--- config.mk ---
export PLATFORM = sky130hd
export DESIGN_NAME = storeMerge
export DESIGN_NICKNAME = d
export VERILOG_FILES = /design/src/common/lsuPkg.sv /design/src/lsu/storeMerge.sv
export SDC_FILE = /design/constraint.sdc
export NUM_CORES = 1
export LEC_CHECK = 0
export BUFFER_PORTS_ARGS = -buffer_cell sky130_fd_sc_hd__buf_2
export CAP_MARGIN = 40
export CORE_AREA = 2 2 192 194
export CTS_CLUSTER_DIAMETER = 120
export CTS_CLUSTER_SIZE = 30
export DETAILED_ROUTE_END_ITERATION = 6
export DIE_AREA = 0 0 194 196
export PLACE_DENSITY = 0.45
export RECOVER_POWER = 25
export REMOVE_ABC_BUFFERS = 1
export SLEW_MARGIN = 25
export SYNTH_ARGS = -nofsm -noshare
export SYNTH_HDL_FRONTEND = slang
export SYNTH_SLANG_ARGS = --single-unit
export TNS_END_PERCENT = 1
--- constraint.sdc ---
create_clock -name clock_i -period 2.55 [get_ports clock_i]
set_input_delay 0.1275 -clock clock_i [delete_from_list [all_inputs] [get_ports clock_i]]
set_output_delay 0.1275 -clock clock_i [all_outputs]
set_load 0.05 [all_outputs]
--- src/common/lsuPkg.sv ---
package lsuPkg;

	//////////////////////////////////////////////////////////////////////
	// sizes
	//////////////////////////////////////////////////////////////////////
	localparam int DataWidth      = 64; // gpr width
	localparam int BlockBytes     = 16; // bytes per memory block
	localparam int BlockWidth     = 128; // bits per memory block
	localparam int NumBlocks      = 128; // 2 KiB in total
	localparam int BlockAddrWidth = 7; // block index
	localparam int OffsetWidth    = 4; // byte within block
	localparam int RegAddrWidth   = 5; // gpr number
	localparam int ImmWidth       = 16; // D-form displacement
	localparam int OpcodeWidth    = 6; // primary opcode
	localparam int FormatWidth    = 5; // format code from decode
	localparam int FormatD        = 3; // D-form
	localparam int UnitCodeWidth  = 3; // dispatch unit id
	localparam int LsuUnitCode    = 2; // this unit

	//////////////////////////////////////////////////////////////////////
	// encodings
	//////////////////////////////////////////////////////////////////////
	// odd opcodes are the with-update forms
	typedef enum logic [OpcodeWidth-1:0] {
		OpLwz  = 6'd32,
		OpLwzu = 6'd33,
		OpLbz  = 6'd34,
		OpLbzu = 6'd35,
		OpStw  = 6'd36,
		OpStwu = 6'd37,
		OpStb  = 6'd38,
		OpStbu = 6'd39,
		OpLhz  = 6'd40,
		OpLhzu = 6'd41,
		OpLha  = 6'd42,
		OpLhau = 6'd43,
		OpSth  = 6'd44,
		OpSthu = 6'd45
	} lsOpcodeE;

	typedef enum logic [1:0] {
		SizeByte = 2'd0,
		SizeHalf = 2'd1,
		SizeWord = 2'd2
	} accessSizeE;

	typedef logic [BlockWidth-1:0] blockT; // byte 0 sits at the msb end

	typedef struct packed {
		logic                      valid;
		logic                      isLoad;
		logic                      algebraic; // lha/lhau only
		logic                      update; // writes ea back to ra
		accessSizeE                size;
		logic [BlockAddrWidth-1:0] blockAddr;
		logic [OffsetWidth-1:0]    offset; // already aligned down
		logic [DataWidth-1:0]      effAddr;
		logic [RegAddrWidth-1:0]   rtAddr;
		logic [RegAddrWidth-1:0]   raAddr;
		logic [DataWidth-1:0]      storeData; // operand1, low bytes used
		blockT                     block; // memory contents at issue
	} issueT;

	typedef struct packed {
		logic                    enable;
		logic [RegAddrWidth-1:0] address;
		logic [DataWidth-1:0]    value;
	} writebackT;

	typedef struct packed {
		logic                      enable;
		logic [BlockAddrWidth-1:0] blockAddr;
		blockT                     block;
	} memWriteT;

endpackage

--- src/lsu/storeMerge.sv ---
`timescale 1ns/1ps

module storeMerge import lsuPkg::*; (
	input  logic      clock_i,
	input  logic      reset_i,
	input  issueT     issue_i,
	output memWriteT  memWrite_o,
	output writebackT storeUpdWb_o
);

	logic [BlockBytes-1:0] firstLanes; // lanes for an access at offset 0
	logic [BlockBytes-1:0] byteMask; // lanes actually written
	blockT                 leftData; // store bytes left justified
	blockT                 placed; // store bytes at their offset
	blockT                 merged;

	always_comb begin
		case (issue_i.size)
			SizeHalf: begin
				firstLanes = {2'b11, {(BlockBytes-2){1'b0}}};
				leftData   = {issue_i.storeData[15:0], {(BlockWidth-16){1'b0}}};
			end
			SizeWord: begin
				firstLanes = {4'hf, {(BlockBytes-4){1'b0}}};
				leftData   = {issue_i.storeData[31:0], {(BlockWidth-32){1'b0}}};
			end
			default: begin
				firstLanes = {1'b1, {(BlockBytes-1){1'b0}}};
				leftData   = {issue_i.storeData[7:0], {(BlockWidth-8){1'b0}}};
			end
		endcase
	end

	assign byteMask = firstLanes >> issue_i.offset; // big-endian lane order
	assign placed   = leftData >> {issue_i.offset, 3'b000};

	// mask bit k covers block bits [8k+7:8k]
	always_comb begin
		for (int k = 0; k < BlockBytes; k++) begin
			merged[8*k +: 8] = byteMask[k] ? placed[8*k +: 8] : issue_i.block[8*k +: 8];
		end
	end

	//////////////////////////////////////////////////////////////////////
	// stage 2 register
	//////////////////////////////////////////////////////////////////////
	always_ff @(posedge clock_i) begin
		memWrite_o.blockAddr  <= issue_i.blockAddr;
		memWrite_o.block      <= merged;
		storeUpdWb_o.address  <= issue_i.raAddr;
		storeUpdWb_o.value    <= issue_i.effAddr;
		if (reset_i) begin
			memWrite_o.enable   <= 1'b0;
			storeUpdWb_o.enable <= 1'b0;
		end else begin
			memWrite_o.enable   <= issue_i.valid && !issue_i.isLoad;
			storeUpdWb_o.enable <= issue_i.valid && !issue_i.isLoad && issue_i.update; // stXu
		end
	end

endmodule

==> flow_summary.ini <==
[floorplan]
num_rows = 70
die_h_um = 196
core_area_mm2 = 0.0361
die-area_mm2 = 0.0380
io_pins = 491
die_w_um = 194
start_util = 0.210

[sta]
setup_violations = 0
setup_tns_ps = 0
hold_ws_ps = 41.9
final.period_utilization = 0.895
fmax_mhz = 438
slew_violations = 0
relSlewSlack = 0.542
finalCriticalPeriod_ps = 2280
setup_slack_ps = 267
hold_viol = 0
tightest_slew_ps = 686
rsz0062_at_grt = no

[min_path]
hold_path_depth = 3
hold_start = issue_i[129]
min_path_type = primary input to flip-flop
min_to = memWrite_o[73]

[placed_design]
place_congestion = 0.832
hpwl_mm = 27.2
pre_cts_slack_ps = 163
numPortBuffers = 452
placedCellCount = 1621

[routing]
routed_wl_mm = 35.6
drc = 0
first_iter_violations = 397
antenna_left = 0
vias = 8124
viasPerCell = 4.37
drt_pass1_iterations = 6
drt-wirelength-per-cell_um = 19.2

[logic_synthesis]
synth_edf_count = 0
synth-seq-cells = 206
ys_top_cells_by_area = dfxtp_1 (54%), mux2_2 (6.5%), mux2_1 (4.2%)
yosys.cell_types.count = 65
synth-main-ff-cell = dfxtp_1
syn_inst = 689
avgSynthCellArea_um2 = 11.0
yosysTopAreaCellShare = 0.543
synthTopCellsByCount = dfxtp_1 (206), nand2_1 (57), mux2_2 (44)
ys_async_sr_fraction = 0
ys_seq_area_frac = 0.543
yosysWarnings = 0
synth_most_common_cell = dfxtp_1
synth_top_area_cell = dfxtp_1
synthesis.area_mm2 = 0.00759

[cts]
clkTransAtPathRegs_ps = 110
cts-root-buf = clkbuf_16
cts_buffer_depth = 3
clock-sinks = 206
numCtsBuffers = 11
cts_setup_buffers = 0
htreeDepth = 1
cts_tree = built

[finish]
fill_cells = 3690
stdcell_count = 1859
drive_above_1_share = 0.402
syn2layout_area_growth_pct = 72.6
nets = 1668

[worst_setup_path]
required_ps = 2940
critPathKind = primary input to flip-flop
cp-start-kind = primary input
arrival_ps = 2680
path_max_fanout = 14
worstSetupEndpointType = flip-flop

[grt]
grtUsageTotal = 0.178
grt_pass1_wl_mm = 51.6
grt.overflow.total = 0
antenna_found_initial = 11
grt_max_degree = 36
grt_pass1_vias = 8527

[run]
cap_violations = 0

[power_and_ir_drop]
power_leakage_nw = 5.89
ir_worst_vdd_v = 0.000861
p_total_mw = 7.84
pwr_density_cell_mw_per_mm2 = 598

[run_status]
outcome = finished, final reports clean
[layer usage]
metal	routed length, um	GRT usage	up-vias	share of wire
met5	30	0	-	0.00084
met4	992	0.0614	4	0.028
met3	2320	0.0356	51	0.065
met2	17500	0.309	330	0.49
met1	14800	0.219	3820	0.42
li1	-	-	3919	-
[placed cells by master (no fill, tap or decap), types with 18 or more instances in the layout]
master / netlist / layout
dfxtp_1: 206 / 206
nand2b_1: 18 / 18
clkbuf_1: 16 / 33
o22ai_1: 23 / 23
dlygate4sd3_1: 0 / 215
mux2_2: 44 / 44
a21oi_1: 25 / 25
buf_2: 23 / 419
buf_4: 4 / 57
mux2_1: 28 / 28
nand2_1: 57 / 57
nor2_1: 38 / 38
[registers in the layout (all words and copies together), names as in the netlist]
| signal | cells |
|---|---|
| memWrite_o | 136 |
| storeUpdWb_o | 70 |
[worst max-delay path by stage]
| stage | startpoint | endpoint | cells after the start |
|---|---|---|---|
| final | issue_i[277] | memWrite_o[44] | 9 |
| after global placement | issue_i[277] | memWrite_o[94] | 8 |
| after CTS | issue_i[277] | memWrite_o[44] | 9 |
| after detailed placement | issue_i[277] | memWrite_o[30] | 8 |
| after floorplan | issue_i[277] | memWrite_o[1] | 6 |
| after global routing | issue_i[277] | memWrite_o[44] | 9 |
[cell type report]
cell class | count | area (um^2) | area share
timing repair buffer | 725 | 4820 | 0.368
sequential | 206 | 4120 | 0.315
multi-input combinational | 429 | 3200 | 0.245
tap | 468 | 586 | 0.0447
clock buffer | 11 | 275 | 0.0210
clock inverter | 3 | 37.5 | 0.00287
inverter | 8 | 30.0 | 0.00229
antenna | 9 | 22.5 | 0.00172
[worst max-delay path: stages]
cell and delay [ps]:
buf_2 110, inv_1 50, ha_2 390, buf_4 220, or3b_1 540, a21oi_2 190
or2_1 300, o221ai_1 180, dlygate4sd3_1 580
[metrics by stage]
step	util	instance area, um^2
final	0.363	13100
after global routing	0.363	13100
after CTS	0.364	13100
after detailed placement	0.295	10700
after global placement	0.295	10700
after floorplan	-	7360
[logic make-up after synthesis]
family / synth area share
simple gates: 0.126
mux: 0.123
flops: 0.543
fa+ha+maj: 0.00330
buf+inv: 0.0346
xor+xnor: 0.00115
compound gates: 0.169
[timing repair]
item,CTS,global route
gates resized for setup,0,0
hold endpoints to repair,206,0
hold buffers,215,0
[where the power goes]
group / internal [mW] / leakage, nW / switching [mW]
logic: 0.824 / 4.00 / 1.55
registers: 3.46 / 1.74 / 0.0599
clock network: 0.821 / 0.154 / 1.13
total: 5.10 / 5.89 / 2.74
No activity file was read; power rests on OpenSTA's default activity.
