### src/common/lsuPkg.sv
package lsuPkg;

	//////////////////////////////////////////////////////////////////////
	// sizes
	//////////////////////////////////////////////////////////////////////
	localparam int DataWidth      = 64; // gpr width
	localparam int BlockBytes     = 16; // bytes per memory block
	localparam int BlockWidth     = 128; // bits per memory block
	localparam int NumBlocks      = 128; // 2 KiB in total
	localparam int BlockAddrWidth = 7; // block index
	localparam int OffsetWidth    = 4; // byte within block
	localparam int RegAddrWidth   = 5; // gpr number
	localparam int ImmWidth       = 16; // D-form displacement
	localparam int OpcodeWidth    = 6; // primary opcode
	localparam int FormatWidth    = 5; // format code from decode
	localparam int FormatD        = 3; // D-form
	localparam int UnitCodeWidth  = 3; // dispatch unit id
	localparam int LsuUnitCode    = 2; // this unit

	//////////////////////////////////////////////////////////////////////
	// encodings
	//////////////////////////////////////////////////////////////////////
	// odd opcodes are the with-update forms
	typedef enum logic [OpcodeWidth-1:0] {
		OpLwz  = 6'd32,
		OpLwzu = 6'd33,
		OpLbz  = 6'd34,
		OpLbzu = 6'd35,
		OpStw  = 6'd36,
		OpStwu = 6'd37,
		OpStb  = 6'd38,
		OpStbu = 6'd39,
		OpLhz  = 6'd40,
		OpLhzu = 6'd41,
		OpLha  = 6'd42,
		OpLhau = 6'd43,
		OpSth  = 6'd44,
		OpSthu = 6'd45
	} lsOpcodeE;

	typedef enum logic [1:0] {
		SizeByte = 2'd0,
		SizeHalf = 2'd1,
		SizeWord = 2'd2
	} accessSizeE;

	typedef logic [BlockWidth-1:0] blockT; // byte 0 sits at the msb end

	typedef struct packed {
		logic                      valid;
		logic                      isLoad;
		logic                      algebraic; // lha/lhau only
		logic                      update; // writes ea back to ra
		accessSizeE                size;
		logic [BlockAddrWidth-1:0] blockAddr;
		logic [OffsetWidth-1:0]    offset; // already aligned down
		logic [DataWidth-1:0]      effAddr;
		logic [RegAddrWidth-1:0]   rtAddr;
		logic [RegAddrWidth-1:0]   raAddr;
		logic [DataWidth-1:0]      storeData; // operand1, low bytes used
		blockT                     block; // memory contents at issue
	} issueT;

	typedef struct packed {
		logic                    enable;
		logic [RegAddrWidth-1:0] address;
		logic [DataWidth-1:0]    value;
	} writebackT;

	typedef struct packed {
		logic                      enable;
		logic [BlockAddrWidth-1:0] blockAddr;
		blockT                     block;
	} memWriteT;

endpackage

### src/lsu/loadAlign.sv
`timescale 1ns/1ps

module loadAlign import lsuPkg::*; (
	input  logic      clock_i,
	input  logic      reset_i,
	input  issueT     issue_i,
	output writebackT loadWb_o,
	output writebackT loadUpdWb_o
);

	blockT                shifted; // addressed byte moved to the msb end
	logic [7:0]           byteVal;
	logic [15:0]          halfVal;
	logic [31:0]          wordVal;
	logic [DataWidth-1:0] loadValue;

	assign shifted = issue_i.block << {issue_i.offset, 3'b000};
	assign byteVal = shifted[BlockWidth-1 -: 8];
	assign halfVal = shifted[BlockWidth-1 -: 16];
	assign wordVal = shifted[BlockWidth-1 -: 32];

	always_comb begin
		case (issue_i.size)
			SizeHalf: begin
				if (issue_i.algebraic) begin
					loadValue = {{(DataWidth-16){halfVal[15]}}, halfVal}; // lha
				end else begin
					loadValue = {{(DataWidth-16){1'b0}}, halfVal};
				end
			end
			SizeWord: loadValue = {{(DataWidth-32){1'b0}}, wordVal};
			default:  loadValue = {{(DataWidth-8){1'b0}}, byteVal};
		endcase
	end

	//////////////////////////////////////////////////////////////////////
	// stage 2 register
	//////////////////////////////////////////////////////////////////////
	always_ff @(posedge clock_i) begin
		loadWb_o.address    <= issue_i.rtAddr;
		loadWb_o.value      <= loadValue;
		loadUpdWb_o.address <= issue_i.raAddr;
		loadUpdWb_o.value   <= issue_i.effAddr; // unaligned ea goes back to ra
		if (reset_i) begin
			loadWb_o.enable    <= 1'b0;
			loadUpdWb_o.enable <= 1'b0;
		end else begin
			loadWb_o.enable    <= issue_i.valid && issue_i.isLoad;
			loadUpdWb_o.enable <= issue_i.valid && issue_i.isLoad && issue_i.update;
		end
	end

endmodule

### config.mk
export PLATFORM = sky130hd
export DESIGN_NAME = loadAlign
export DESIGN_NICKNAME = d
export VERILOG_FILES = /design/src/common/lsuPkg.sv /design/src/lsu/loadAlign.sv
export SDC_FILE = /design/constraint.sdc
export NUM_CORES = 1
export LEC_CHECK = 0
export ABC_AREA = 1
export BUFFER_PORTS_ARGS = -buffer_cell sky130_fd_sc_hd__buf_4
export CORE_AREA = 2 2 164 166
export CTS_BUF_LIST = sky130_fd_sc_hd__clkbuf_8
export DETAILED_ROUTE_END_ITERATION = 8
export DIE_AREA = 0 0 166 168
export GPL_TIMING_DRIVEN = 0
export SYNTH_ARGS = -nofsm -noshare
export SYNTH_HDL_FRONTEND = slang
export SYNTH_SLANG_ARGS = --single-unit
### constraint.sdc
create_clock -name clock_i -period 1.8 [get_ports clock_i]
set_input_delay 0.18 -clock clock_i [delete_from_list [all_inputs] [get_ports clock_i]]
set_output_delay 0.18 -clock clock_i [all_outputs]
set_load 0.01 [all_outputs]
==> impl_results.md, run 1 <==
* Number of antenna violations at the first check in global routing at 0
* Startpoint Class: input port
* Grt ovf at 0
* Max Cap Violations at 0
* Worst Hold Class: in -> reg
* Max stage delay on crit path at 0.54 ns
* Worst path slowest cell: buf_1
* Iter 0 DRT Violations at 1,140
* Vias per cell at 4.916
* Final HPWL DP at 27,710 um
* Root Driver: clkbuf_8
* Antenna-violating nets left at 0
* Mapped Nets at 1,377
* Vias in the first global route at 8,751
* Clock transition at path regs at 0.11 ns
* Synth unique cells at 24
* P_sw at 2.160 mW
* CTS sink count at 109
* Syn avg cell area at 6.086 sq um
* Core Box Area at 26,350 sq um
* Routability Congestion at 0.9935
* Die Span Y at 168 um
* Count of final setup violators at 0
* ANT cells at 0
* CTS tree: yes
* Yosys warns at 0
* Most frequent CP cell: nand3_1
* Fmax at 603.8 MHz
* Gr usage total at 24.51%
* Tightest Pin Transition at 0.8965 ns
* Pwr Density at 599.2 nW/um^2
* H-tree levels at 3
* Chip width at 166 um
* Post-route setup TNS at 0 ns
* Row cnt at 60
* Area delta synth->final at 60.92%
* Drt total wl at 35,580 um
* Cell internal pwr at 4.237 mW
* Slew Viols, Final at 0
* RSZ-0062 raised after global routing: false
* Clk pwr share at 24.4%
* # port buffers at 352
* Critical-path cell list: buf_4 -> inv_2 -> buf_2 -> buf_1 -> nand3_1 -> nand3_1 -> nand3_1 -> a21oi_1
* Inserted Clock Buffers at 9
* Routed len/inst at 18.98 um
* Critical path endpoint category: flip-flop
* Largest net degree at the start of global routing at 33
* Top Ports at 425
* Sequential Power Share at 40.9%
* Min Tclk post-route at 1.656 ns
* Layout cells sized above 1 at 29.68%
* Max-slew headroom at 40.24%
* Initial Util at 25.18%
* Die ar. at 27,890 sq um
* Most frequent cells in the layout: nand2_1 (431), buf_4 (396), nand3_1 (251)
* Commonest non-fill, non-tap cell in the layout: nand2_1
* Sequential-to-total area share from yosys stat at 32.89%
* DRC violations left at 0
* Vias at 9,212
* Fin. Hold Viols at 0
* Post-synthesis cell count at 1,090
* Leakage at 5.646 nW
* CP Data Required Time at 2.08 ns
* Drt first pass iters at 6
* Maximum VDD drop at 0.3699 mV
* Post-Syn Area at 6634 sq um
* Post-layout util at 40.51%
* Outcome: completed
* CP Class: in -> reg
* Layout net count at 1,815
* Switching share of power at 33.76%
* First-pass GRT wire length at 51,630 um
* Largest fanout on the critical path at 10
* Hold WS at 0.05391 ns
* Setup repair bufs after CTS at 0
* Synth Register Bits at 109
* Crit path DAT at 1.94 ns
* Logic pwr share at 34.7%
* Final period util at 92.01%
* Clk buf depth at 2
-- power groups by stage --
stage          Clock (mW)  Sequential (mW)  Combinational [mW]
3_3_place_gp            0             2.67                2.04
4_1_cts              1.63             2.62                2.18
5_1_grt              1.72             2.63                2.39
6_report             1.56             2.62                2.22
3_5_place_dp            0             2.67                2.04
2_1_floorplan           0             2.75               0.881
-- what timing repair did --
item	CTS	global route
hold buffers	75	0
resized for setup	1	3
setup endpoints to repair	32	10
hold endpoints to repair	76	0
-- critical path, delay by kind of cell --
family	cells	cell delay [ns]
AOI/OAI and AO/OA	1	0.20
and+or+nand+nor	3	0.53
buffers and inverters	4	1.02
-- per-layer routing --
layer	routed length (um)	part of all wire [%]	vias to the layer above	global-route usage [%]
met5	0	0	-	0
met4	1500	4.2	0	9.414
met3	3507	9.9	81	3.973
met2	15920	45	563	38.81
met1	14650	41	4215	33.48
li1	-	-	4353	-
-- metrics by stage --
step | instance area, sq um | std cells | worst slack [ns] | power [mW]
floorplan | 6634 | 1090 | 0.3236 | 3.629
global placement | 9703 | 1783 | -0.3285 | 4.705
detailed placement | 9703 | 1783 | -0.3551 | 4.709
CTS | 10670 | 1874 | 0.03747 | 6.433
global route | 10680 | 1874 | 0.08673 | 6.744
finish | 10680 | 1874 | 0.1438 | 6.396
-- state kept, by name, summed over array words and instances, names as in the netlist --
| register | cells |
|---|---|
| loadWb_o | 39 |
| loadUpdWb_o | 70 |
-- synthesized netlist by cell type --
| cell type | count | area [sq um] |
|---|---|---|
| nor2_1 | 59 | 221.5 |
| nand2_1 | 431 | 1618 |
| or2_1 | 5 | 31.28 |
| or2_0 | 2 | 12.51 |
| o21ai_1 | 8 | 40.04 |
| o21ai_0 | 12 | 60.06 |
| nand3_1 | 251 | 1256 |
| buf_1 | 10 | 37.54 |
| ha_1 | 2 | 25.02 |
| buf_2 | 17 | 85.08 |
| inv_2 | 4 | 15.01 |
| clkbuf_1 | 20 | 75.07 |
| a21oi_1 | 53 | 265.3 |
| o211ai_1 | 1 | 7.510 |
| dfxtp_1 | 109 | 2182 |
| nor2_8 | 1 | 20.02 |
| inv_1 | 42 | 157.7 |
| or2_2 | 3 | 18.77 |
| buf_4 | 44 | 330.3 |
| buf_6 | 11 | 123.9 |
| nor3b_1 | 1 | 7.510 |
| nand3_2 | 1 | 10.01 |
| nand2_2 | 2 | 12.51 |
| nand4_4 | 1 | 21.27 |
-- worst paths after layout --
kind / slack, ns / from / depth (start not counted) / end
setup / recovery: 0.14 / issue_i[268] / 8 / loadWb_o[9]
hold / removal: 0.05 / issue_i[281] / 3 / loadWb_o[69]
-- layout make-up --
class,instances,area (sq um)
plain buffers,102,653.1
clock buffers,9,123.9
clock inverters,7,92.59
fillers,2866,15680
inverters,46,172.7
multi-input cells,833,3630
flip-flops and latches,109,2183
well taps,341,426.7
repair buffers,427,3393
-- cells by family (layout without fill, tap and decap cells) --
logic type / after synthesis / in the layout / synth area share, %
compound gates: 74 / 74 / 5.621
fa+ha+maj: 2 / 2 / 0.3772
buf+inv: 148 / 591 / 12.43
flops: 109 / 109 / 32.89
simple gates: 757 / 757 / 48.68
Power figures use the tool's default switching activity.
==> run 2: changes to the inputs <==
Settings changed: ABC_AREA 1 to default, CORE_AREA 2 2 164 166 to 2 2 167 169, DIE_AREA 0 0 166 168 to 0 0 169 171.
==> run 2 against run 1 <==
Effect of this change: the flow now finishes with violations (negative setup slack); first-iteration DRC count decreased by 47%; total power about the same; non-clock buffer count decreased by 18; synthesized cell count decreased by 45%; clock-buffer cell count unchanged; setup slack got worse by 0.14 ns; critical path depth increased by 2; flip-flop and latch count unchanged; wire length decreased by 7.7%; sequential power about the same; sequential share of layout area increased by 0.091 points; final cell count decreased by 26%; largest power group unchanged; highest routed layer is now met5.
==> impl_results.md, run 2 <==
* Outcome: complete, but fails checks
* Failing checks: negative setup slack
* Min Tclk post-route at 1.801 ns (+0.1445 ns)
* Post-synthesis cell count at 595 (-45%)
* Mapped Nets at 882 (-36%)
* Startpoint Class: input port
* Buf/Inv on CP at 4 (unchanged)
* Core Box Area at 27,320 sq um (+3.7%)
* Syn avg cell area at 10.96 sq um (+80%)
* Pwr Density at 602.4 nW/um^2 (+0.54%)
* Yosys warns at 0 (unchanged)
* Pwr Total at 6.403 mW (about the same)
* # port buffers at 352 (unchanged)
* Number of antenna violations at the first check in global routing at 1 (+1)
* Commonest non-fill, non-tap cell in the layout: buf_4
* Clk buf depth at 2 (unchanged)
* Row cnt at 61 (+1.7%)
* Root Driver: clkbuf_8
* Number of synthesized flops with an enable pin at 0 (unchanged)
* Routed len/inst at 23.70 um (+25%)
* Logic pwr share at 35.8% (+1.1 points)
* Most frequent cells after synthesis: dfxtp_1 (109), mux4_2 (67), nand2_1 (52), mux2i_1 (47), buf_4 (43)
* Max-slew headroom at 52.58% (+12 points)
* Layout net count at 1,321 (-27%)
* Drt first pass iters at 5 (-1)
* Post-route setup TNS at -0.0006142 ns (-0.0006142 ns)
* Critical path endpoint category: flip-flop
* Max Cap Violations at 0 (unchanged)
* Gr usage total at 21.48% (-3.0 points)
* Clock transition at path regs at 0.12 ns (about the same)
* DRC violations left at 0 (unchanged)
* Most common cell in the netlist: dfxtp_1
* Biggest register: loadUpdWb_o
* Post-synth top area share at 33.47% (+0.58 points)
* Hold WS at 0.07184 ns (+0.01793 ns)
* Maximum VDD drop at 0.3044 mV (-18%)
* Hold Crit Depth at 3 (unchanged)
* Synth area leaders: dfxtp_1 (33%), mux4_2 (23%), mux2i_1 (7.2%)
* Leakage at 4.818 nW (-15%)
* Max reg flops at 70 (unchanged)
* Routability Congestion at 0.9358 (-5.8%)
* Most frequent cells in the layout: buf_4 (397), dfxtp_1 (108), dlygate4sd3_1 (76)
* Sequential Power Share at 41.1% (+0.2 points)
* Worst hold endpoint: loadWb_o[69]
* Largest regs: loadUpdWb_o: 70 flops, loadWb_o: 39 flops
* Slew Viols, Final at 0 (unchanged)
* Synth Register Bits at 109 (unchanged)
* Inserted Clock Buffers at 9 (unchanged)
* Post-Syn Area at 6519 sq um (-1.7%)
* Hold_sp: issue_i[282]
* Fin cells at 1,385 (-26%)
* Layout cells sized above 1 at 51.49% (+22 points)
* First-pass GRT wire length at 45,420 um (-12%)
* H-tree levels at 3 (unchanged)
* P_sw at 2.066 mW (-4.4%)
* Delay-heaviest family, CP: compound AO/OA/AOI/OAI gates
* Inst Count DP at 1,293 (-27%)
* CP Data Required Time at 2.05 ns (-0.03 ns)
* Vias per cell at 5.058 (+2.9%)
* Final worst-path setup slack at -0.0006142 ns (-0.1445 ns)
* Drt total wl at 32,820 um (-7.7%)
* Cell taking the most area after synthesis: dfxtp_1
* Worst Hold Class: in -> reg
* Tightest Pin Transition at 0.7113 ns (-0.1852 ns)
* Cell internal pwr at 4.337 mW (+2.4%)
* Vias in the first global route at 6,892 (-21%)
* Iter 0 DRT Violations at 608 (-47%)
* Synth async-reset ratio at 0% (unchanged)
* Die Span Y at 171 um (+1.8%)
* Post-layout util at 38.90% (-1.6 points)
* ANT cells at 0 (unchanged)
* Chip width at 169 um (+1.8%)
* Largest net degree at the start of global routing at 33 (unchanged)
* Clk pwr share at 23.1% (-1.3 points)
* Initial Util at 23.86% (-1.3 points)
* Area delta synth->final at 63.03%
* Final HPWL DP at 25,310 um (-8.6%)
* Critical-path cell list: buf_4 -> buf_6 -> buf_12 -> buf_6 -> nor2_1 -> and2_1 -> a221oi_1 -> o21ai_1 -> a31oi_1 -> a2bb2oi_1
* Fmax at 555.4 MHz (-8.0%)
* Largest fanout on the critical path at 10 (unchanged)
* Sequential-to-total area share from yosys stat at 33.47% (+0.58 points)
* CTS tree: yes
* CTS sink count at 109 (unchanged)
* CP Class: in -> reg
* Most frequent CP cell: buf_6
* Count of final setup violators at 1 (+1)
* Worst path slowest cell: a31oi_1
* Crit path DAT at 2.05 ns (+0.11 ns)
* Setup repair bufs after CTS at 0 (unchanged)
* Final period util at 100.0% (+8.0 points)
* Grt ovf at 0 (unchanged)
* Die ar. at 28,900 sq um (+3.6%)
* Top Ports at 425 (unchanged)
* Top FF cell, synth: dfxtp_1
* Vias at 7,005 (-24%)
* Fin. Hold Viols at 0 (unchanged)
* Switching share of power at 32.26% (-1.5 points)
* Max stage delay on crit path at 0.30 ns (-0.24 ns)
* Antenna-violating nets left at 0 (unchanged)
* Synth unique cells at 48 (+100%)
## run 2: cell types whose count changed in the layout (fill, tap and decap cells not counted), sizes merged, moves of 30 or more
cell / previous run / this run
a21oi: 53 / 23
inv: 48 / 11
mux2i: 0 / 47
mux4: 0 / 68
nand2: 433 / 52
nand3: 252 / 2
nor2: 60 / 17
## run 2: cell families after synthesis
family	after synthesis	synth area share (%)
buffers and inverters	91	9.347
flip-flops	109	33.47
AO/OA/AOI/OAI	163	16.47
AND/OR/NAND/NOR	101	7.140
adder cells (fa/ha/maj)	2	0.3838
multiplexers	129	33.19
## run 2: power by group through the flow
stage | registers, mW | clock network [mW] | logic [mW]
3_5_place_dp | 2.69 | 0 | 2.10
5_1_grt | 2.65 | 1.65 | 2.40
4_1_cts | 2.64 | 1.57 | 2.25
2_1_floorplan | 2.76 | 0 | 0.932
6_report | 2.63 | 1.48 | 2.29
3_3_place_gp | 2.69 | 0 | 2.09
## run 2: tightest hold or removal path, delay by kind of cell
kind / cells / cell delay [ns]
buffers and inverters: 1 / 0.11
AND/OR/NAND/NOR: 2 / 0.13
## run 2: routing by layer
metal / part of all wire, % / vias to the layer above / global-route usage, %
li1: - / 3139 / -
met1: 37 / 3339 / 25.24
met2: 51 / 466 / 38.88
met3: 8.8 / 59 / 4.187
met4: 3.1 / 2 / 7.841
met5: 0.040 / - / 0
## run 2: metrics by stage
stage,worst slack [ns],area [sq um]
2_1_floorplan,0.04744,6519
3_3_place_gp,-0.7634,9594
3_5_place_dp,-0.7575,9594
4_1_cts,0.01560,10590
5_1_grt,-0.01345,10630
6_report,-0.0006142,10630
## run 2: how the worst max path moves through the flow
| stage | startpoint | endpoint | slack [ns] | depth (start not counted) |
|---|---|---|---|---|
| floorplan | issue_i[267] | loadWb_o[15] | 0.05 | 6 |
| finish | issue_i[266] | loadWb_o[4] | -0.0006 | 10 |
| global route | issue_i[267] | loadWb_o[0] | -0.01 | 8 |
| CTS | issue_i[267] | loadWb_o[1] | 0.02 | 8 |
| detailed placement | issue_i[269] | loadWb_o[1] | -0.76 | 8 |
| global placement | issue_i[268] | loadWb_o[12] | -0.76 | 6 |
## run 2: layout make-up
| class | instances | area [sq um] |
|---|---|---|
| buffer | 83 | 611.8 |
| clock buffer | 9 | 123.9 |
| clock inverter | 7 | 77.57 |
| fill | 2734 | 16700 |
| inverter | 8 | 33.78 |
| multi-input combinational | 395 | 3761 |
| sequential | 109 | 2183 |
| tap | 346 | 432.9 |
| timing repair buffer | 428 | 3403 |
## run 2: repair_timing
item | CTS | global route
endpoints found under the setup margin | 59 | 18
endpoints found under the hold margin | 76 | 0
resized for setup | 14 | 15
hold buffers | 76 | 0
