$ cat config.mk
export PLATFORM = sky130hd
export DESIGN_NAME = lsuIssue
export DESIGN_NICKNAME = d
export VERILOG_FILES = /design/src/common/lsuPkg.sv /design/src/lsu/lsuIssue.sv
export SDC_FILE = /design/constraint.sdc
export NUM_CORES = 1
export LEC_CHECK = 0
export ABC_AREA = 1
export BUFFER_PORTS_ARGS = -buffer_cell sky130_fd_sc_hd__buf_4
export CORE_AREA = 3 3 227 229
export CTS_BUF_LIST = sky130_fd_sc_hd__clkbuf_8
export DETAILED_ROUTE_END_ITERATION = 16
export DIE_AREA = 0 0 230 232
export GPL_TIMING_DRIVEN = 0
export PLACE_DENSITY = 0.49
export SKIP_LAST_GASP = 1
export SLEW_MARGIN = 15
export SYNTH_ARGS = -nofsm -noshare
export SYNTH_HDL_FRONTEND = slang
export SYNTH_SLANG_ARGS = --single-unit
$ cat constraint.sdc
create_clock -name clock_i -period 1.54 [get_ports clock_i]
set_input_delay 0.077 -clock clock_i [delete_from_list [all_inputs] [get_ports clock_i]]
set_output_delay 0.077 -clock clock_i [all_outputs]
set_load 0.01 [all_outputs]
$ cat src/common/lsuPkg.sv
package lsuPkg;

	//////////////////////////////////////////////////////////////////////
	// sizes
	//////////////////////////////////////////////////////////////////////
	localparam int DataWidth      = 64; // gpr width
	localparam int BlockBytes     = 16; // bytes per memory block
	localparam int BlockWidth     = 128; // bits per memory block
	localparam int NumBlocks      = 128; // 2 KiB in total
	localparam int BlockAddrWidth = 7; // block index
	localparam int OffsetWidth    = 4; // byte within block
	localparam int RegAddrWidth   = 5; // gpr number
	localparam int ImmWidth       = 16; // D-form displacement
	localparam int OpcodeWidth    = 6; // primary opcode
	localparam int FormatWidth    = 5; // format code from decode
	localparam int FormatD        = 3; // D-form
	localparam int UnitCodeWidth  = 3; // dispatch unit id
	localparam int LsuUnitCode    = 2; // this unit

	//////////////////////////////////////////////////////////////////////
	// encodings
	//////////////////////////////////////////////////////////////////////
	// odd opcodes are the with-update forms
	typedef enum logic [OpcodeWidth-1:0] {
		OpLwz  = 6'd32,
		OpLwzu = 6'd33,
		OpLbz  = 6'd34,
		OpLbzu = 6'd35,
		OpStw  = 6'd36,
		OpStwu = 6'd37,
		OpStb  = 6'd38,
		OpStbu = 6'd39,
		OpLhz  = 6'd40,
		OpLhzu = 6'd41,
		OpLha  = 6'd42,
		OpLhau = 6'd43,
		OpSth  = 6'd44,
		OpSthu = 6'd45
	} lsOpcodeE;

	typedef enum logic [1:0] {
		SizeByte = 2'd0,
		SizeHalf = 2'd1,
		SizeWord = 2'd2
	} accessSizeE;

	typedef logic [BlockWidth-1:0] blockT; // byte 0 sits at the msb end

	typedef struct packed {
		logic                      valid;
		logic                      isLoad;
		logic                      algebraic; // lha/lhau only
		logic                      update; // writes ea back to ra
		accessSizeE                size;
		logic [BlockAddrWidth-1:0] blockAddr;
		logic [OffsetWidth-1:0]    offset; // already aligned down
		logic [DataWidth-1:0]      effAddr;
		logic [RegAddrWidth-1:0]   rtAddr;
		logic [RegAddrWidth-1:0]   raAddr;
		logic [DataWidth-1:0]      storeData; // operand1, low bytes used
		blockT                     block; // memory contents at issue
	} issueT;

	typedef struct packed {
		logic                    enable;
		logic [RegAddrWidth-1:0] address;
		logic [DataWidth-1:0]    value;
	} writebackT;

	typedef struct packed {
		logic                      enable;
		logic [BlockAddrWidth-1:0] blockAddr;
		blockT                     block;
	} memWriteT;

endpackage

$ cat src/lsu/lsuIssue.sv
`timescale 1ns/1ps

module lsuIssue import lsuPkg::*; (
	input  logic                      clock_i,
	input  logic                      reset_i,
	input  logic                      enable_i,
	input  logic [UnitCodeWidth-1:0]  unitCode_i,
	input  logic [FormatWidth-1:0]    format_i,
	input  logic [OpcodeWidth-1:0]    opcode_i,
	input  logic [DataWidth-1:0]      operand1_i,
	input  logic [DataWidth-1:0]      operand2_i,
	input  logic [ImmWidth-1:0]       imm_i,
	input  logic [RegAddrWidth-1:0]   rtAddr_i,
	input  logic [RegAddrWidth-1:0]   raAddr_i,
	input  blockT                     readBlock_i,
	output logic [BlockAddrWidth-1:0] readAddr_o,
	output issueT                     issue_o
);

	logic                   known; // opcode is one we implement
	logic                   isLoad;
	logic                   algebraic;
	logic                   update;
	accessSizeE             size;
	logic                   accept;
	logic [DataWidth-1:0]   effAddr;
	logic [OffsetWidth-1:0] offset;
	issueT                  issueNext;

	//////////////////////////////////////////////////////////////////////
	// opcode decode
	//////////////////////////////////////////////////////////////////////
	always_comb begin
		known     = 1'b1;
		isLoad    = 1'b1;
		algebraic = 1'b0;
		update    = opcode_i[0]; // odd opcode means with-update
		size      = SizeByte;
		case (opcode_i)
			OpLbz, OpLbzu: size = SizeByte;
			OpLhz, OpLhzu: size = SizeHalf;
			OpLwz, OpLwzu: size = SizeWord;
			OpLha, OpLhau: begin
				size      = SizeHalf;
				algebraic = 1'b1; // sign extend in stage 2
			end
			OpStb, OpStbu: begin
				size   = SizeByte;
				isLoad = 1'b0;
			end
			OpSth, OpSthu: begin
				size   = SizeHalf;
				isLoad = 1'b0;
			end
			OpStw, OpStwu: begin
				size   = SizeWord;
				isLoad = 1'b0;
			end
			default: known = 1'b0; // lmw/stmw and anything else
		endcase
	end

	assign accept = enable_i && (unitCode_i == UnitCodeWidth'(LsuUnitCode))
		&& (format_i == FormatWidth'(FormatD)) && known;

	//////////////////////////////////////////////////////////////////////
	// effective address
	//////////////////////////////////////////////////////////////////////
	assign effAddr = operand2_i + {{(DataWidth-ImmWidth){imm_i[ImmWidth-1]}}, imm_i}; // ra + d

	always_comb begin
		case (size)
			SizeHalf: offset = {effAddr[OffsetWidth-1:1], 1'b0}; // halfword aligned
			SizeWord: offset = {effAddr[OffsetWidth-1:2], 2'b00}; // word aligned
			default:  offset = effAddr[OffsetWidth-1:0];
		endcase
	end

	assign readAddr_o = effAddr[OffsetWidth +: BlockAddrWidth]; // upper bits wrap

	always_comb begin
		issueNext.valid     = accept;
		issueNext.isLoad    = isLoad;
		issueNext.algebraic = algebraic;
		issueNext.update    = update;
		issueNext.size      = size;
		issueNext.blockAddr = readAddr_o;
		issueNext.offset    = offset;
		issueNext.effAddr   = effAddr;
		issueNext.rtAddr    = rtAddr_i;
		issueNext.raAddr    = raAddr_i;
		issueNext.storeData = operand1_i;
		issueNext.block     = readBlock_i; // same-cycle read
	end

	always_ff @(posedge clock_i) begin
		issue_o <= issueNext;
		if (reset_i) begin
			issue_o.valid <= 1'b0; // stage comes up empty
		end
	end

endmodule

==> metrics.md, run 1 <==
| Metric | Value |
|---|---|
| Outcome | finished clean |
| Number of synthesized flops with an enable pin | 0 |
| Maxcap violations | 0 |
| Vias | 13047 |
| Worst slew pin tran | 0.503 ns |
| Die height | 232 um |
| Flops & latches, synth | 274 |
| Antenna viol nets, final | 0 |
| WP data arrival | 1.43 ns |
| Slew HR | 66.2% |
| Post-route cell area | 21200 um^2 |
| PortBufs | 588 |
| CTS Buf Count | 51 |
| CTS root buf | clkbuf_8 |
| Layout cells sized above 1 | 30.6% |
| CTS tree | done |
| Yosys cell types | 30 |
| Via/cell ratio | 4.03 |
| Final HPWL DP | 55.9 mm |
| Cell Count, Final, Fillers Out | 3238 |
| Gr usage total | 23.3% |
| Synth Net Count | 1963 |
| Hold Vio Cnt, Final | 0 |
| Top cells by count, synth | nand2_1, inv_1, dfxtp_1, nor2_1, ha_1 |
| Flip-flop count of the largest register after layout | 274 |
| Multi-input gate area | 5150 um^2 |
| Top fanout value on the critical path | 4 |
| GPL Wtd Cong | 0.947 |
| Primary FF master, synth | dfxtp_1 |
| Largest reg by FF count | issue_o |
| Worst Hold Class | in2reg |
| Area after DPL | 16900 um^2 |
| DRT iter0 DRCs | 517 |
| Global-route wire length before repair | 89.6 mm |
| Peak supply drop | 0.617 mV |
| DR WL/cell | 19.8 um |
| Final Cycle Share | 98.0% |
| # IOs | 589 |
| Worst-path clk slew | 0.06 ns |
| Leak pwr | 11.4 nW |
| Reg area | 5490 um^2 |
| Row Count | 82 |
| Fill cell count | 5222 |
| Setup Crit Path Kind | in2out |
| Mapped cell area | 11700 um^2 |
| Fin crit period | 1.51 ns |
| Unrepaired setup endpoints after global routing | yes |
| Post-synthesis sequential area ratio | 47.0% |
| Largest regs | issue_o: 274 flops |
| Die area | 53400 um^2 |
| Vias in the first global route | 13598 |
| Worst endpoint required time | 1.46 ns |
| Residual DRC | 0 |
| Post-Synthesis Cells | 1598 |
| TNS Setup | 0 ns |
| Die W | 230 um |
| Largest net degree at the start of global routing | 50 |
| Layout Nets | 2882 |
| Worst setup EP type | output port |
| Pwr Total | 21.6 mW |
| Final setup vio count | 0 |
| Synth top area share | 47.0% |
| CP startpoint kind | input pin |
| P&R area growth vs syn | 81.4% |
| Initial antenna violation count | 13 |
| Syn avg cell area | 7.31 um^2 |
| Grt ovf | 0 |
| Ranking of synthesized cells by area | dfxtp_1, nand2_1, inv_1, ha_1, nor2_1 |
| H-tree Lvls | 2 |
| Final Max Tran Viols | 0 |
| Max Buffers Root-to-Sink | 3 |
| Ys Warns | 0 |
| Core Area | 49900 um^2 |
| Power Dens Cells | 1020 nW/um^2 |
| Initial DRT Pass Iterations | 5 |
| Area leader, netlist | dfxtp_1 |
| Post-synth ARST share | 0% |
| Count leader, synth | nand2_1 |
| Routed wire length | 64.2 mm |
| Fmax achieved | 662 MHz |
| Clock Sink Count | 274 |
| Starting density of the core | 23.4% |
| Post-Place Cells | 2858 |
kinds of logic (layout without fill, tap and decap cells):
logic type,after synthesis,count (layout),share of synthesized area (%)
other cells,0,10,0
simple gates,836,836,29.8
buf+inv,342,1300,11.5
fa+ha+maj,66,66,7.13
compound gates,48,48,2.17
flops,274,274,47.0
xor+xnor,32,32,2.40
per-layer routing:
layer,vias up,global-route usage [%],part of all wire [%]
met4,2,8.90,3.9
li1,6599,-,-
met1,5963,25.1,38
met5,-,0,0.020
met2,382,42.0,51
met3,101,7.80,7.8
metrics by stage:
stage | hold slack (ns) | setup WS [ns] | utilization [%]
after CTS | 0.00466 | -0.0447 | 42.0
after floorplan | 0.105 | 0.00942 | -
after detailed placement | 0.183 | -0.775 | 34.0
final | 0.00571 | 0.0300 | 42.5
after global routing | 0.0109 | -0.0166 | 42.5
after global placement | 0.181 | -0.778 | 34.0
report_power, final:
| group | leakage, nW | internal [mW] | switching, mW |
|---|---|---|---|
| Combinational | 8.48 | 2.84 | 3.00 |
| Sequential | 2.31 | 7.74 | 0.236 |
| Clock | 0.643 | 4.49 | 3.26 |
worst paths after layout:
path                  startpoint             to  slack, ns  cells past startpoint
setup / recovery   operand2_i[5]  readAddr_o[5]       0.03                      9
hold / removal    operand2_i[37]   issue_o[239]      0.006                      5
final cells by class:
type                            instances  area share (%)
Timing Repair Buffer                  870            34.2
Sequential cell                       274            25.9
Multi-Input combinational cell        982            24.3
Inverter                              326            5.77
Clock buffer                           62            4.03
Tap cell                              672            3.97
Clock inverter                         30            1.28
Buffer                                 12           0.425
Antenna cell                           10           0.118
timing repair:
action	4_1_cts	5_1_grt
hold endpoints to repair	264	2
setup endpoints to repair	18	28
buffers inserted	8	3
pin swaps	9	9
resized for setup	30	37
hold buffers	269	2
critical path, stage by stage:
cell and delay (ns):
buf_4 0.12, ha_4 0.30, nand2_2 0.10, nor2_4 0.16
nand3_2 0.11, nand3_4 0.12, xor2_1 0.19, buf_4 0.13
buf_4 0.11
cell usage in the layout (no fill, tap or decap), types with 2 or more instances in the layout:
| cell type | synthesis | routed |
|---|---|---|
| a21oi_1 | 40 | 39 |
| nand3_1 | 48 | 44 |
| nor3_1 | 12 | 12 |
| nand3_4 | 0 | 2 |
| nor2_4 | 3 | 4 |
| clkbuf_8 | 0 | 62 |
| nor2_1 | 105 | 102 |
| nor4_2 | 2 | 2 |
| buf_6 | 0 | 7 |
| clkinv_2 | 0 | 6 |
| dfxtp_1 | 274 | 274 |
| bufinv_16 | 0 | 5 |
| nand2_2 | 24 | 31 |
| inv_2 | 1 | 3 |
| buf_4 | 16 | 603 |
| dlygate4sd3_1 | 0 | 270 |
| o21bai_1 | 3 | 3 |
| ha_1 | 65 | 54 |
| nor2_2 | 14 | 16 |
| diode_2 | 0 | 10 |
| nand2_4 | 0 | 4 |
| xor2_2 | 0 | 4 |
| inv_1 | 325 | 340 |
| ha_4 | 0 | 10 |
| xor2_1 | 31 | 25 |
| nand4_1 | 14 | 14 |
| nand3_2 | 11 | 13 |
| nand2_1 | 597 | 586 |
| o21ai_0 | 2 | 2 |
| xor2_4 | 0 | 2 |
Note: power is estimated with default switching activity, not from simulation.
==> inputs of run 2 (changes only) <==
--- a/config.mk
+++ b/config.mk
@@ -12,6 +12,7 @@
 export DETAILED_ROUTE_END_ITERATION = 16
 export DIE_AREA = 0 0 230 232
 export GPL_TIMING_DRIVEN = 0
+export HOLD_SLACK_MARGIN = 0.02
 export PLACE_DENSITY = 0.49
 export SKIP_LAST_GASP = 1
 export SLEW_MARGIN = 15
==> constraint.sdc (replaced) <==
create_clock -name clock_i -period 1.54 [get_ports clock_i]
set_input_delay 0.077 -clock clock_i [delete_from_list [all_inputs] [get_ports clock_i]]
set_output_delay 0.077 -clock clock_i [all_outputs]
set_load 0.005 [all_outputs]
==> run 2 against run 1 <==
Flip-flop and latch count is the same. Largest cell class unchanged. First-iteration DRC count grew 3.5%. Critical path depth is the same. Global-route usage is the same. Count of clock-buffer cells in the layout is the same. Die area is the same. Routed wire length is essentially flat. Utilization shrank 0.063 points. Design area shrank 0.15%. Setup slack lost 0.0055 ns. Via count is essentially flat.
==> metrics.md, run 2 (same netlist as run 1, synthesis figures left out) <==
| Metric | Value |
|---|---|
| Outcome | finished clean |
| Worst setup EP type | output port |
| Unrepaired setup endpoints after global routing | yes |
| Internal power | 15.0 mW |
| Setup Crit Path Kind | in2out |
| Initial antenna violation count | 15 |
| Final core area utilization | 42.4% |
| Final Max Tran Viols | 0 |
| Top fanout value on the critical path | 4 |
| Gr usage total | 23.3% |
| Leak pwr | 11.4 nW |
| Crit path from | operand2_i[0] |
| Clock power frac | 36.5% |
| Max Buffers Root-to-Sink | 3 |
| Hold_ws | 0.0411 ns |
| Crit-path max cell delay | 0.40 ns |
| Worst Hold Class | in2reg |
| Worst-path clk slew | 0.05 ns |
| Critical Path End | readAddr_o[4] |
| Layout cells sized above 1 | 30.7% |
| DRT iter0 DRCs | 535 |
| Antenna viol nets, final | 0 |
| Sw frac | 29.2% |
| Largest reg by FF count | issue_o |
| Most common cell after layout, fill and taps aside | buf_4 |
| P&R area growth vs syn | 81.1% |
| Clock Sink Count | 274 |
| Die area | 53400 um^2 |
| Largest regs | issue_o: 274 flops |
| Final Cycle Share | 98.4% |
| Core Area | 49900 um^2 |
| H-tree Lvls | 2 |
| Worst slew pin tran | 0.499 ns |
| Sequential share of power | 37.6% |
| Slew HR | 66.5% |
| Routed wire length | 64.2 mm |
| Hold Vio Cnt, Final | 0 |
| Initial DRT Pass Iterations | 5 |
| Row Count | 82 |
| CTS tree | done |
| Critical path, cell by cell | buf_6 -> ha_4 -> fa_2 -> nand3_2 -> nand3_4 -> nand2_4 -> nand2_4 -> xor2_2 -> buf_4 |
| Critical path's most frequent cell | nand2_4 |
| Vias in the first global route | 13599 |
| Fmax achieved | 660 MHz |
| Fin crit period | 1.52 ns |
| GPL Wtd Cong | 0.947 |
| Layout Nets | 2881 |
| Die height | 232 um |
| Final setup vio count | 0 |
| Final HPWL DP | 55.9 mm |
| CTS Buf Count | 51 |
| Pwr Total | 21.2 mW |
| Power Dens Cells | 1000 nW/um^2 |
| DR WL/cell | 19.8 um |
| Comb pwr share | 26.0% |
| Flip-flop count of the largest register after layout | 274 |
| Peak supply drop | 0.614 mV |
| WP data arrival | 1.44 ns |
| Starting density of the core | 23.4% |
| PortBufs | 588 |
| Maxcap violations | 0 |
| Critical-path top delay cell | fa_2 |
| Worst endpoint required time | 1.46 ns |
| Die W | 230 um |
| Vias | 13036 |
| Highest-count cells in the layout ignoring fill and taps | buf_4, nand2_1, inv_1, dfxtp_1, dlygate4sd3_1 |
| NetSw | 6.20 mW |
| Residual DRC | 0 |
| CTS root buf | clkbuf_8 |
| # IOs | 589 |
| Global-route wire length before repair | 89.5 mm |
| Largest net degree at the start of global routing | 50 |
| Via/cell ratio | 4.02 |
| CP startpoint kind | input pin |
| Grt ovf | 0 |
## run 2: changes by cell type in the layout (fill, tap and decap cells not counted), sizes merged
| cell | change |
|---|---|
| dlygate4sd3 | +2 |
| diode | +2 |
| buf | -2 |
| dlymetal6s4s | -1 |
## run 2: worst min path at each step
| stage | startpoint | endpoint | slack, ns | depth (start not counted) |
|---|---|---|---|---|
| floorplan | readBlock_i[0] | issue_o[0] | 0.10 | 0 |
| global placement | readBlock_i[65] | issue_o[65] | 0.18 | 1 |
| detailed placement | readBlock_i[65] | issue_o[65] | 0.18 | 1 |
| CTS | operand2_i[55] | issue_o[257] | 0.03 | 5 |
| global route | operand2_i[48] | issue_o[250] | 0.03 | 5 |
| finish | operand2_i[48] | issue_o[250] | 0.04 | 5 |
## run 2: final cells by class
class                      instances  area, um^2
sequential                       274        5490
clock buffer                      62         853
buffer                            12        90.1
timing repair buffer             869        7230
clock inverter                    30         272
inverter                         326        1220
tap                              672         841
multi-input combinational        982        5130
antenna                           12        30.0
fill                            5239       28700
## run 2: repair_timing
item                       in CTS  in global routing
pin swaps                       8                  9
setup endpoints to repair      18                 28
hold endpoints to repair      266                  2
resized for setup              32                 32
setup buffers                   8                  1
gates cloned                    0                  0
hold buffers                  270                  2
## run 2: power by group through the flow
stage	Combinational [mW]	Sequential (mW)	Clock, mW
after floorplan	1.83	8.15	0
after global placement	4.62	8.11	0
after CTS	5.50	7.98	8.01
after detailed placement	4.62	8.12	0
final	5.51	7.98	7.75
after global routing	6.02	8.03	8.30
## run 2: critical path, delay by kind of cell
family                     cells  cell delay, ns
adders and majority gates      2            0.56
and+or+nand+nor                4            0.37
xor gates and xnor gates       1            0.19
buffers and inverters          2            0.24
## run 2: stage by stage
step | TNS [ns] | instances | cell area (um^2) | worst slack (ns)
finish | 0 | 3239 | 21200 | 0.0246
global route | -0.0935 | 3237 | 21200 | -0.0475
CTS | -0.0672 | 3227 | 21000 | -0.0449
detailed placement | -30.63 | 2858 | 16900 | -0.775
global placement | -30.77 | 2858 | 16900 | -0.778
floorplan | 0 | 1598 | 11700 | 0.00942
## run 2: per-layer routing
layer	vias to the layer above	part of all wire [%]	GRT usage, %
met3	102	7.6	7.76
met4	2	3.9	9.37
li1	6605	-	-
met1	5948	38	25.1
met5	-	0.017	0
met2	379	51	41.8
==> inputs of run 3 (changes only) <==
--- a/config.mk
+++ b/config.mk
@@ -14,6 +14,7 @@
 export GPL_TIMING_DRIVEN = 0
 export HOLD_SLACK_MARGIN = 0.02
 export PLACE_DENSITY = 0.49
+export RECOVER_POWER = 50
 export SKIP_LAST_GASP = 1
 export SLEW_MARGIN = 15
 export SYNTH_ARGS = -nofsm -noshare
==> run 3 against run 2 <==
Utilization down 0.16 points. Critical path depth did not move. Clock power about the same. Total power fell by 0.35%. Largest power group unchanged. Sequential power about the same. First-iteration DRC count shrank 4.3%.
==> metrics.md, run 3 (same netlist as run 1, synthesis figures left out) <==
| Metric | Value |
|---|---|
| CTS tree | done |
| Global-route wire length before repair | 89.5 mm |
| TNS Setup | 0 ns |
| Via/cell ratio | 4.01 |
| GPL Wtd Cong | 0.947 |
| Worst setup EP type | output port |
| Initial antenna violation count | 15 |
| Starting density of the core | 23.4% |
| Power Dens Cells | 1000 nW/um^2 |
| Hold_ws | 0.0467 ns |
| Layout cells sized above 1 | 29.8% |
| Fmax achieved | 659 MHz |
| Maxcap violations | 0 |
| Initial DRT Pass Iterations | 5 |
| DRT iter0 DRCs | 512 |
| Flip-flop count of the largest register after layout | 274 |
| Largest regs | issue_o: 274 flops |
| Worst slew pin tran | 0.498 ns |
| Worst-path clk slew | 0.05 ns |
| Max Buffers Root-to-Sink | 3 |
| Die W | 230 um |
| WP data arrival | 1.44 ns |
| Leak pwr | 11.3 nW |
| Slew HR | 66.5% |
| # IOs | 589 |
| Final setup vio count | 0 |
| Unrepaired setup endpoints after global routing | yes |
| CTS root buf | clkbuf_8 |
| Highest-count cells in the layout ignoring fill and taps | nand2_1, buf_4, inv_1, dfxtp_1, dlygate4sd3_1 |
| Residual DRC | 0 |
| Final HPWL DP | 55.9 mm |
| Most common cell after layout, fill and taps aside | nand2_1 |
| CTS Buf Count | 51 |
| Post-route cell area | 21100 um^2 |
| Worst endpoint required time | 1.46 ns |
| Clock Sink Count | 274 |
| Grt ovf | 0 |
| Area after DPL | 16900 um^2 |
| Routed wire length | 64.0 mm |
| H-tree Lvls | 2 |
| CP startpoint kind | input pin |
| Fin crit period | 1.52 ns |
| PortBufs | 588 |
| Setup Crit Path Kind | in2out |
| Gr usage total | 23.3% |
| Hold Vio Cnt, Final | 0 |
| Pwr Total | 21.2 mW |
| Peak supply drop | 0.612 mV |
| Row Count | 82 |
| Multi-input gate area | 5130 um^2 |
| Worst Hold Class | in2reg |
| DR WL/cell | 19.8 um |
| Fill cell count | 5260 |
| Top fanout value on the critical path | 4 |
| Die area | 53400 um^2 |
| Antenna viol nets, final | 0 |
| Final Max Tran Viols | 0 |
| Outcome | finished clean |
| Reg area | 5490 um^2 |
| Vias | 12995 |
| Largest reg by FF count | issue_o |
| Final Cycle Share | 98.5% |
| Vias in the first global route | 13599 |
| Layout Nets | 2881 |
| P&R area growth vs syn | 80.4% |
| Die height | 232 um |
| Largest net degree at the start of global routing | 50 |
| Core Area | 49900 um^2 |
-- run 3: worst paths after layout --
path,to,startpoint,cells after the start,slack (ns)
hold / removal,issue_o[250],operand2_i[48],5,0.05
setup / recovery,readAddr_o[4],operand2_i[0],9,0.02
-- run 3: final cells by class --
| cell class | count | share of cell area [%] |
|---|---|---|
| multi-input combinational | 982 | 24.3 |
| sequential | 274 | 26.0 |
| inverter | 326 | 5.81 |
| timing repair buffer | 869 | 33.9 |
| clock buffer | 62 | 4.05 |
| tap | 672 | 3.99 |
| clock inverter | 30 | 1.29 |
| buffer | 12 | 0.427 |
| antenna | 13 | 0.154 |
-- run 3: metal layers --
| metal | track usage [%] | vias to the layer above | part of all wire, % |
|---|---|---|---|
| li1 | - | 6600 | - |
| met1 | 25.1 | 5924 | 38 |
| met2 | 41.8 | 380 | 51 |
| met3 | 7.76 | 91 | 7.4 |
| met4 | 9.37 | 0 | 3.8 |
| met5 | 0 | - | 0 |
-- run 3: worst max-delay path, cell delays in order --
cell,delay (ns)
buf_6,0.10
ha_4,0.16
fa_2,0.40
nand3_2,0.11
nand3_4,0.12
nand2_4,0.09
nand2_4,0.05
xor2_2,0.19
buf_4,0.14
-- run 3: what timing repair did --
item                       in CTS  in global routing
hold buffers                  270                  2
resized for setup              32                 32
setup endpoints to repair      18                 28
hold endpoints to repair      266                  2
buffers inserted                8                  1
pin swaps                       8                  9
-- run 3: stage by stage --
stage / util, % / instances / setup slack, ns
detailed placement: 34.0 / 2858 / -0.775
floorplan: - / 1598 / 0.00942
finish: 42.3 / 3240 / 0.0229
global route: 42.3 / 3237 / -0.0475
CTS: 42.1 / 3227 / -0.0449
global placement: 34.0 / 2858 / -0.778
-- run 3: report_power, final --
| group | switching [mW] | total [mW] | leakage [nW] | internal [mW] |
|---|---|---|---|---|
| clock | 3.25 | 7.74 | 0.643 | 4.49 |
| combinational | 2.69 | 5.45 | 8.34 | 2.76 |
| sequential | 0.235 | 7.98 | 2.31 | 7.74 |
| total | 6.17 | 21.2 | 11.3 | 15.0 |
